$ cat config.mk
export PLATFORM = sky130hd
export DESIGN_NAME = rvb_full
export DESIGN_NICKNAME = d
export VERILOG_FILES = /design/src/common/rvb_isa_pkg.sv /design/src/common/rvb_ctrl_pkg.sv /design/src/rvb_decoder.sv /design/src/rvb_pipe_regs.sv /design/src/rvb_issue_fsm.sv /design/src/rvb_bitlogic.sv /design/src/rvb_bitcount.sv /design/src/rvb_full.sv
export VERILOG_INCLUDE_DIRS = /design/src /design/src/common
export SDC_FILE = /design/constraint.sdc
export NUM_CORES = 1
export LEC_CHECK = 0
export BUFFER_PORTS_ARGS = -buffer_cell sky130_fd_sc_hd__buf_2
export CAP_MARGIN = 25
export CORE_ASPECT_RATIO = 1.75
export CORE_MARGIN = 2
export CORE_UTILIZATION = 63
export CTS_BUF_LIST = sky130_fd_sc_hd__clkbuf_4
export DETAILED_ROUTE_END_ITERATION = 6
export PLACE_DENSITY = 0.9
export REMOVE_ABC_BUFFERS = 1
export SLEW_MARGIN = 20
export SYNTH_ARGS = -nofsm -noshare
export SYNTH_HDL_FRONTEND = slang
export SYNTH_SLANG_ARGS = --single-unit
$ cat constraint.sdc
create_clock -name clock -period 5.2 [get_ports clock]
set_clock_uncertainty 0.1 [all_clocks]
set_input_delay 0.26 -clock clock [delete_from_list [all_inputs] [get_ports clock]]
set_output_delay 0.26 -clock clock [all_outputs]
set_load 0.01 [all_outputs]
$ cat src/common/rvb_settings.svh
`ifndef RVB_SETTINGS_SVH
`define RVB_SETTINGS_SVH

// Operand and result width of the unit
`define RVB_XLEN 32

// Shift amount and bit index width
`define RVB_SHAMT_W 5

`endif

$ cat src/common/rvb_isa_pkg.sv
package rvb_isa_pkg;

	// Immediate shifts share the opcode of their register form
	typedef enum logic [3:0] {
		OP_NONE,
		OP_ANDN,
		OP_ORN,
		OP_XNOR,
		OP_MIN,
		OP_MAX,
		OP_MINU,
		OP_MAXU,
		OP_SLL,
		OP_SRL,
		OP_SRA,
		OP_ROL,
		OP_ROR,
		OP_CLZ,
		OP_CTZ,
		OP_PCNT
	} rvb_op_t;

	typedef enum logic [1:0] {
		UNIT_NONE,
		UNIT_LOGIC,   // Single cycle logic, min/max and shifts
		UNIT_COUNT    // Iterative bit counter
	} rvb_unit_t;

endpackage

$ cat src/common/rvb_ctrl_pkg.sv
package rvb_ctrl_pkg;

	// One instruction in flight at a time
	typedef enum logic [1:0] {
		ST_IDLE,
		ST_EXEC,
		ST_HOLD
	} rvb_state_t;

endpackage

$ cat src/rvb_decoder.sv
`timescale 1ns/100ps

module rvb_decoder (
	input  logic [31:0]            insn,
	output rvb_isa_pkg::rvb_op_t   op,
	output rvb_isa_pkg::rvb_unit_t unit,
	output logic                   decoded
);
	import rvb_isa_pkg::*;

	logic [21:0] key;   // funct7, rs2 field, funct3, major opcode

	assign key = {insn[31:25], insn[24:20], insn[14:12], insn[6:0]};

	always_comb begin
		op = OP_NONE;
		unique casez (key)
			22'b0100000_zzzzz_111_0110011: op = OP_ANDN;
			22'b0100000_zzzzz_110_0110011: op = OP_ORN;
			22'b0100000_zzzzz_100_0110011: op = OP_XNOR;
			22'b0000101_zzzzz_100_0110011: op = OP_MIN;
			22'b0000101_zzzzz_101_0110011: op = OP_MAX;
			22'b0000101_zzzzz_110_0110011: op = OP_MINU;
			22'b0000101_zzzzz_111_0110011: op = OP_MAXU;
			22'b0000000_zzzzz_001_0110011: op = OP_SLL;
			22'b0000000_zzzzz_101_0110011: op = OP_SRL;
			22'b0100000_zzzzz_101_0110011: op = OP_SRA;
			22'b0110000_zzzzz_001_0110011: op = OP_ROL;
			22'b0110000_zzzzz_101_0110011: op = OP_ROR;
			22'b0000000_zzzzz_001_0010011: op = OP_SLL;    // SLLI
			22'b0000000_zzzzz_101_0010011: op = OP_SRL;    // SRLI
			22'b0100000_zzzzz_101_0010011: op = OP_SRA;    // SRAI
			22'b0110000_zzzzz_101_0010011: op = OP_ROR;    // RORI
			22'b0110000_00000_001_0010011: op = OP_CLZ;
			22'b0110000_00001_001_0010011: op = OP_CTZ;
			22'b0110000_00010_001_0010011: op = OP_PCNT;
			default: op = OP_NONE;
		endcase
	end

	// Unit follows from the opcode
	always_comb begin
		case (op)
			OP_NONE: unit = UNIT_NONE;
			OP_CLZ,
			OP_CTZ,
			OP_PCNT: unit = UNIT_COUNT;
			default: unit = UNIT_LOGIC;
		endcase
	end

	assign decoded = (unit != UNIT_NONE);

endmodule

$ cat src/rvb_pipe_regs.sv
`timescale 1ns/100ps
`include "rvb_settings.svh"

module rvb_pipe_regs (
	input  logic                   clock,
	input  logic                   reset,
	input  logic                   accept,
	input  logic                   capture,
	input  logic [31:0]            insn,
	input  logic [`RVB_XLEN-1:0]   rs1,
	input  logic [`RVB_XLEN-1:0]   rs2,
	input  rvb_isa_pkg::rvb_op_t   op_in,
	input  rvb_isa_pkg::rvb_unit_t unit_in,
	input  logic [`RVB_XLEN-1:0]   logic_result,
	input  logic [`RVB_XLEN-1:0]   count_result,
	output rvb_isa_pkg::rvb_op_t   op_q,
	output rvb_isa_pkg::rvb_unit_t unit_q,
	output logic [`RVB_XLEN-1:0]   rs1_q,
	output logic [`RVB_XLEN-1:0]   rs2_q,
	output logic [`RVB_XLEN-1:0]   rd
);
	import rvb_isa_pkg::*;

	logic [`RVB_XLEN-1:0] imm_ext;   // Sign-extended I-type immediate

	assign imm_ext = {{(`RVB_XLEN-12){insn[31]}}, insn[31:20]};

	always_ff @(posedge clock) begin
		if (reset) begin
			op_q   <= OP_NONE;
			unit_q <= UNIT_NONE;
		end else if (accept) begin
			op_q   <= op_in;
			unit_q <= unit_in;
		end
	end

	always_ff @(posedge clock) begin
		if (accept) begin
			rs1_q <= rs1;
			rs2_q <= insn[5] ? rs2 : imm_ext;   // Bit 5 set for R-type
		end
		if (capture) begin
			rd <= (unit_q == UNIT_COUNT) ? count_result : logic_result;
		end
	end

endmodule

$ cat src/rvb_issue_fsm.sv
`timescale 1ns/100ps

module rvb_issue_fsm (
	input  logic                   clock,
	input  logic                   reset,
	input  logic                   din_valid,
	input  logic                   decoded,
	input  rvb_isa_pkg::rvb_unit_t unit_q,
	input  logic                   count_done,
	input  logic                   dout_ready,
	output logic                   din_ready,
	output logic                   accept,
	output logic                   count_start,
	output logic                   capture,
	output logic                   dout_valid
);
	import rvb_isa_pkg::*;
	import rvb_ctrl_pkg::*;

	rvb_state_t state;
	rvb_state_t state_next;
	logic       armed;        // Low until the first cycle after reset
	logic       exec_first;   // First cycle of ST_EXEC
	logic       exec_done;

	// Logic unit finishes in one cycle
	assign exec_done = (unit_q == UNIT_COUNT) ? count_done : 1'b1;

	assign din_ready   = armed && (state == ST_IDLE) && decoded;
	assign accept      = din_ready && din_valid;
	assign count_start = (state == ST_EXEC) && exec_first && (unit_q == UNIT_COUNT);
	assign capture     = (state == ST_EXEC) && exec_done;
	assign dout_valid  = (state == ST_HOLD);

	always_comb begin
		state_next = state;
		case (state)
			ST_IDLE: if (accept) state_next = ST_EXEC;
			ST_EXEC: if (exec_done) state_next = ST_HOLD;
			ST_HOLD: if (dout_ready) state_next = ST_IDLE;
			default: state_next = ST_IDLE;
		endcase
	end

	always_ff @(posedge clock) begin
		if (reset) begin
			state      <= ST_IDLE;
			armed      <= 1'b0;
			exec_first <= 1'b0;
		end else begin
			state      <= state_next;
			armed      <= 1'b1;
			exec_first <= accept;
		end
	end

endmodule

$ cat src/rvb_bitlogic.sv
`timescale 1ns/100ps
`include "rvb_settings.svh"

module rvb_bitlogic (
	input  rvb_isa_pkg::rvb_op_t op,
	input  logic [`RVB_XLEN-1:0] rs1,
	input  logic [`RVB_XLEN-1:0] rs2,
	output logic [`RVB_XLEN-1:0] result
);
	import rvb_isa_pkg::*;

	logic [`RVB_SHAMT_W-1:0] shamt;        // Low bits of rs2 only
	logic                    less_signed;
	logic                    less_unsigned;
	logic [2*`RVB_XLEN-1:0]  rol_wide;     // Doubled word shifted left
	logic [2*`RVB_XLEN-1:0]  ror_wide;     // Doubled word shifted right

	assign shamt         = rs2[`RVB_SHAMT_W-1:0];
	assign less_signed   = $signed(rs1) < $signed(rs2);
	assign less_unsigned = rs1 < rs2;
	assign rol_wide      = {rs1, rs1} << shamt;
	assign ror_wide      = {rs1, rs1} >> shamt;

	always_comb begin
		case (op)
			OP_ANDN: result = rs1 & ~rs2;
			OP_ORN:  result = rs1 | ~rs2;
			OP_XNOR: result = rs1 ^ ~rs2;
			OP_MIN:  result = less_signed ? rs1 : rs2;
			OP_MAX:  result = less_signed ? rs2 : rs1;
			OP_MINU: result = less_unsigned ? rs1 : rs2;
			OP_MAXU: result = less_unsigned ? rs2 : rs1;
			OP_SLL:  result = rs1 << shamt;
			OP_SRL:  result = rs1 >> shamt;
			OP_SRA:  result = $signed(rs1) >>> shamt;
			OP_ROL:  result = rol_wide[2*`RVB_XLEN-1:`RVB_XLEN];
			OP_ROR:  result = ror_wide[`RVB_XLEN-1:0];
			default: result = '0;   // Count opcodes and OP_NONE
		endcase
	end

endmodule

$ cat src/rvb_bitcount.sv
`timescale 1ns/100ps
`include "rvb_settings.svh"

module rvb_bitcount (
	input  logic                 clock,
	input  logic                 reset,
	input  logic                 count_start,
	input  rvb_isa_pkg::rvb_op_t op,
	input  logic [`RVB_XLEN-1:0] rs1,
	output logic [`RVB_XLEN-1:0] result,
	output logic                 count_done
);
	import rvb_isa_pkg::*;

	localparam int LAST_BIT = `RVB_XLEN - 1;

	logic [`RVB_XLEN-1:0]    scan;        // Bits not yet examined
	logic [`RVB_SHAMT_W:0]   count;
	logic [`RVB_SHAMT_W-1:0] index;       // Steps taken so far
	logic                    busy;
	logic                    hit;         // Stop after this step
	logic                    inc;
	logic                    last_step;
	logic [`RVB_SHAMT_W:0]   count_sum;

	always_comb begin
		hit = 1'b1;
		inc = 1'b0;
		case (op)
			OP_CLZ: begin
				hit = scan[`RVB_XLEN-1];
				inc = ~scan[`RVB_XLEN-1];
			end
			OP_CTZ: begin
				hit = scan[0];
				inc = ~scan[0];
			end
			OP_PCNT: begin
				hit = (scan == '0);   // Nothing left to count
				inc = scan[0];
			end
			default: ;
		endcase
	end

	assign last_step  = busy && (hit || index == LAST_BIT[`RVB_SHAMT_W-1:0]);
	assign count_sum  = count + {{`RVB_SHAMT_W{1'b0}}, inc};
	assign count_done = last_step;
	assign result     = {{(`RVB_XLEN-`RVB_SHAMT_W-1){1'b0}}, count_sum};

	always_ff @(posedge clock) begin
		if (reset) begin
			busy <= 1'b0;
		end else if (count_start) begin
			busy <= 1'b1;
		end else if (last_step) begin
			busy <= 1'b0;
		end
	end

	always_ff @(posedge clock) begin
		if (count_start) begin
			scan  <= rs1;
			count <= '0;
			index <= '0;
		end else if (busy) begin
			count <= count_sum;
			index <= index + 1'b1;
			// CLZ scans from the top, the others from bit 0
			scan  <= (op == OP_CLZ) ? (scan << 1) : (scan >> 1);
		end
	end

endmodule

$ cat src/rvb_full.sv
`timescale 1ns/100ps
`include "rvb_settings.svh"

module rvb_full (
	input  logic                 clock,
	input  logic                 reset,
	input  logic                 din_valid,
	output logic                 din_ready,
	output logic                 din_decoded,
	input  logic [31:0]          din_insn,
	input  logic [`RVB_XLEN-1:0] din_rs1,
	input  logic [`RVB_XLEN-1:0] din_rs2,
	output logic                 dout_valid,
	input  logic                 dout_ready,
	output logic [`RVB_XLEN-1:0] dout_rd
);
	import rvb_isa_pkg::*;

	rvb_op_t              dec_op;
	rvb_unit_t            dec_unit;
	rvb_op_t              op_q;
	rvb_unit_t            unit_q;
	logic [`RVB_XLEN-1:0] rs1_q;
	logic [`RVB_XLEN-1:0] rs2_q;        // Register value or immediate
	logic [`RVB_XLEN-1:0] logic_result;
	logic [`RVB_XLEN-1:0] count_result;
	logic                 accept;
	logic                 capture;
	logic                 count_start;
	logic                 count_done;

	rvb_decoder i_decoder (
		.insn    (din_insn),
		.op      (dec_op),
		.unit    (dec_unit),
		.decoded (din_decoded)
	);

	rvb_pipe_regs i_pipe_regs (
		.clock        (clock),
		.reset        (reset),
		.accept       (accept),
		.capture      (capture),
		.insn         (din_insn),
		.rs1          (din_rs1),
		.rs2          (din_rs2),
		.op_in        (dec_op),
		.unit_in      (dec_unit),
		.logic_result (logic_result),
		.count_result (count_result),
		.op_q         (op_q),
		.unit_q       (unit_q),
		.rs1_q        (rs1_q),
		.rs2_q        (rs2_q),
		.rd           (dout_rd)
	);

	rvb_issue_fsm i_issue_fsm (
		.clock       (clock),
		.reset       (reset),
		.din_valid   (din_valid),
		.decoded     (din_decoded),
		.unit_q      (unit_q),
		.count_done  (count_done),
		.dout_ready  (dout_ready),
		.din_ready   (din_ready),
		.accept      (accept),
		.count_start (count_start),
		.capture     (capture),
		.dout_valid  (dout_valid)
	);

	rvb_bitlogic i_bitlogic (
		.op     (op_q),
		.rs1    (rs1_q),
		.rs2    (rs2_q),
		.result (logic_result)
	);

	rvb_bitcount i_bitcount (
		.clock       (clock),
		.reset       (reset),
		.count_start (count_start),
		.op          (op_q),
		.rs1         (rs1_q),
		.result      (count_result),
		.count_done  (count_done)
	);

endmodule

==> flow_summary.toml, run 1 <==
[clocking]
cts_buffers = 17
root_buffer = "clkbuf_4"
post_cts_buffers = 0
cts_resized = 0
cts_max_level = 4
cts.path.max_buffers = 2
cts_hold_buf = 81
cts.sinks = 150

[logic_synthesis]
postSynthAreaPerCell_sq_um = 8.53
syn_area_sq_mm = 0.0150
yosys-top-cells-area = "edfxtp_1, mux4_2, mux2i_1"
async_reset_ff_share_pct = 0
synth-main-ff-cell = "edfxtp_1"
syn_inst = 1762
synth_edf_count = 128
synth.distinct_cells = 83
synth_top_area_share_pct = 25.6
seq_area_frac_synth_pct = 28.5
yosys.area.top_type = "edfxtp_1"
yosys_warnings = 0
ys_ff_latch = 150

[status]
stop_stage = "global routing"
run_status = "stopped before the end"
stop_error = "[ERROR GRT-0116] Global routing finished with congestion. Check the congestion regions in the DRC Viewer."

[floorplan]
die_w_microns = 121
start_util_pct = 64.2
die_y_microns = 208
fp-row-count = 74
ios = 135

[grt]
grt_pass1_wl_microns = 130000
grt_pass1_vias = 19000
grt_use_total_pct = 69.8
grt-ovfl-total = 17
grt_max_degree = 112

[placement]
io_buffers = 124
place_worst_setup_slack_ns = 1.13
post-dp-hpwl_microns = 50800
place_inst = 2096
place.gp.congestion = 1.24
## cell families after synthesis
kind of cell | synth area share [%]
mux | 20.6
compound gates | 20.8
fa+ha+maj | 5.66
flops | 28.5
xor+xnor | 0.999
buf+inv | 6.31
simple gates | 17.2
## routing by layer
layer / overflow / GRT usage (%)
met1: 0 / 70.3
met2: 5 / 87.3
met3: 0 / 52.7
met4: 12 / 68.0
met5: 0 / 16.5
## synth_stat cells, types with 7 or more instances
master      n
mux2_2     65
nand3_1    32
inv_1      70
edfxtp_1  128
nand2b_1   14
o22ai_1    32
o311ai_0    8
and2_1      7
a221oi_1   11
o21ai_0   129
buf_1      18
a21oi_1   133
mux4_2     65
xor2_1     12
nand4_1    12
nand2_1   228
buf_2      23
and3_1      8
a221o_1    18
a21o_1     10
dfxtp_1    22
nor3_1     30
nor2_1    196
or2_2       9
ha_1       68
o221ai_1   12
a22oi_1    11
nor4_1     12
a211oi_1   18
clkbuf_1  124
o211ai_1   12
a31oi_1    21
mux2i_1    88
nor2b_1    10
## stage by stage
step | hold WS, ns | instance area (sq um) | setup TNS (ns)
after floorplan | 0.229 | 14400 | -50.09
after global placement | 0.336 | 16000 | 0
after CTS | 0.00758 | 17100 | 0
after detailed placement | 0.339 | 16000 | 0
==> inputs of run 2 (changes only) <==
- CORE_ASPECT_RATIO: 1.75 -> default
- CORE_UTILIZATION: 63 -> 40
- CTS_BUF_LIST: sky130_fd_sc_hd__clkbuf_4 -> default
- PLACE_DENSITY: 0.9 -> default
- PLACE_DENSITY_LB_ADDON: default -> 0.15
==> run 2 against run 1 <==
Net effect:
- the run now ends clean
- area after synthesis stayed put
- synthesized cell count stayed put
==> flow_summary.toml, run 2 <==
[detailed_routing]
vias = 16000
drcViolationCount = 0
vias_per_cell = 6.68
drt_wl_total_microns = 77200
post_drt_wl_per_cell_microns = 32.3
first_iter_violations = 1997
ant_nets = 0
firstDrtPassIters = 7

[logic_synthesis]
seq_area_frac_synth_pct = 28.5
yosysMostFrequentCell = "nand2_1"
yosys-top-cells-area = "edfxtp_1, mux4_2, mux2i_1"
async_reset_ff_share_pct = 0
ys_top_cells_by_count = "nand2_1, nor2_1, a21oi_1"
syn_area_sq_mm = 0.0150
yosys_warnings = 0
yosys.area.top_type = "edfxtp_1"
postSynthAreaPerCell_sq_um = 8.53
ys_ff_latch = 150
synth_top_area_share_pct = 25.6
synth-main-ff-cell = "edfxtp_1"
synth_edf_count = 128
syn_inst = 1762
synth.distinct_cells = 83

[floorplan]
die-area_sq_mm = 0.0392
core_sq_mm = 0.0373
die_y_microns = 198
start_util_pct = 40.3
fp-row-count = 71
ios = 135
die_w_microns = 198

[power]
p_comb_share_pct = 4.4
p_int_mw = 2.05
peakVddDrop_v = 0.000259
p_leak_nw = 7.00
powerDensity_mw_per_mm2 = 153
p_clk_share_pct = 47.6
power.switching_mw = 0.656
pwr-share-seq_pct = 48.0
switching_share_pct = 24.3

[layout]
nFillCells = 3689
final_common_cell = "nand2_1"
final_cell_mix = "nand2_1, nor2_1, a21oi_1"
multi_input_area_sq_mm = 0.00983
layout.nets = 2069
final_cells = 2389
drive_gt1_share_pct = 21.6
regArea_sq_mm = 0.00429
syn_to_final_growth_pct = 17.4

[critical_path]
cp_max_fo = 14
cp-start-kind = "flip-flop"
reg2reg_depth = 11
worst_setup_path_end_kind = "flip-flop"
crit_type = "reg2reg"
crit_arrival_ns = 4.41
cp_data_required_time_ns = 5.46

[clocking]
clk_latency_ns = 0.51
clkTransAtPathRegs_ns = 0.07
cts_buffers = 17
cts.path.max_buffers = 2
cts_tree = "yes"
root_buffer = "clkbuf_16"
cts.sinks = 150
cts_max_level = 4

[placement]
place_worst_setup_slack_ns = 1.22
place.gp.congestion = 1.06
post-dp-hpwl_microns = 55300
place_inst = 2283
io_buffers = 124

[grt]
grt_max_degree = 136
antenna_found_initial = 2
grt-ovfl-total = 0
grt_use_total_pct = 39.5
grt_pass1_wl_microns = 108000
grt_pass1_vias = 14900

[timing]
finalSetupViolCount = 0
max_freq_mhz = 241
fin_crit_ns = 4.15
fin_crit_sh_pct = 79.9
max-slew-margin-rel_pct = 27.0
hold_viol = 0
worst_pin_slew_ns = 1.08
worst_slack_ns = 1.05
slew_violations = 0
rsz0062_at_grt = "false"

[job]
cap_viol_max_count = 0

[hold_path]
min_path_type = "in2reg"
hold_depth = 2

[status]
run_status = "finished, final reports clean"
[run 2: cell counts after synthesis]
Identical to the previous run, type by type.
[run 2: worst paths after layout]
path	slack, ns	to	from
setup / recovery	1.05	i_pipe_regs.rd[15]	i_pipe_regs.rs2_q[31]
hold / removal	0.04	i_pipe_regs.rs2_q[8]	din_insn[28]
setup reg to reg	1.05	i_pipe_regs.rd[15]	i_pipe_regs.rs2_q[31]
hold reg to reg	0.37	i_pipe_regs.unit_q[1]	i_pipe_regs.unit_q[1]
[run 2: stage by stage]
step	instance area, sq um	hold WS, ns	setup TNS, ns	utilization [%]	total power [mW]
6_report	17700	0.0401	0	47.3	2.70
3_5_place_dp	16300	0.338	0	43.8	1.40
5_1_grt	17700	0.0377	0	47.3	2.78
4_1_cts	17700	0.00582	0	47.3	2.73
2_1_floorplan	14400	0.229	-50.09	-	1.35
3_3_place_gp	16300	0.338	0	43.8	1.40
[run 2: worst max-delay path: stages, from the launching register on]
cell and delay, ns:
edfxtp_1 0.47, inv_1 0.08, ha_1 0.40, nand4_2 0.22
nor4_2 0.67, and3_1 0.32, a221oi_4 0.11, nand2_1 0.18
mux2i_1 0.31, buf_12 0.23, and2_1 0.62, a221o_1 0.29
[run 2: power groups by stage]
stage,registers (mW),clock network (mW),logic [mW]
2_1_floorplan,1.32,0,0.0229
4_1_cts,1.30,1.32,0.118
3_5_place_dp,1.32,0,0.0736
5_1_grt,1.30,1.36,0.128
3_3_place_gp,1.32,0,0.0722
6_report,1.30,1.29,0.118
[run 2: layout make-up]
cell class	count	area share, %
Multi-Input combinational cell	1372	55.6
Sequential cell	150	24.3
Timing Repair Buffer	288	11.9
Tap cell	474	3.36
Clock buffer	17	2.41
Inverter	72	1.53
Clock inverter	15	0.907
Antenna cell	1	0.0142
[run 2: what timing repair did]
item	in CTS	in global routing
setup endpoints to repair	0	0
hold buffers	73	0
resized for setup	0	0
setup buffers	0	0
endpoints found under the hold margin	75	0
[run 2: cells by family after synthesis]
logic type | count (synthesis) | share of synthesized area [%]
and+or+nand+nor | 585 | 17.2
AOI/OAI and AO/OA | 485 | 20.8
buffers and inverters | 240 | 6.31
muxes | 219 | 20.6
DFF | 150 | 28.5
adders and majority gates | 68 | 5.66
xor gates and xnor gates | 15 | 0.999
[run 2: per-layer routing]
layer / vias to the layer above / part of all wire (%) / global-route usage [%]
met4: 2 / 7.5 / 27.1
met3: 268 / 11 / 11.0
met1: 7757 / 39 / 51.1
met2: 1091 / 42 / 57.1
li1: 6847 / - / -
met5: - / 0.018 / 0
Note: power is estimated with default switching activity, not from simulation.
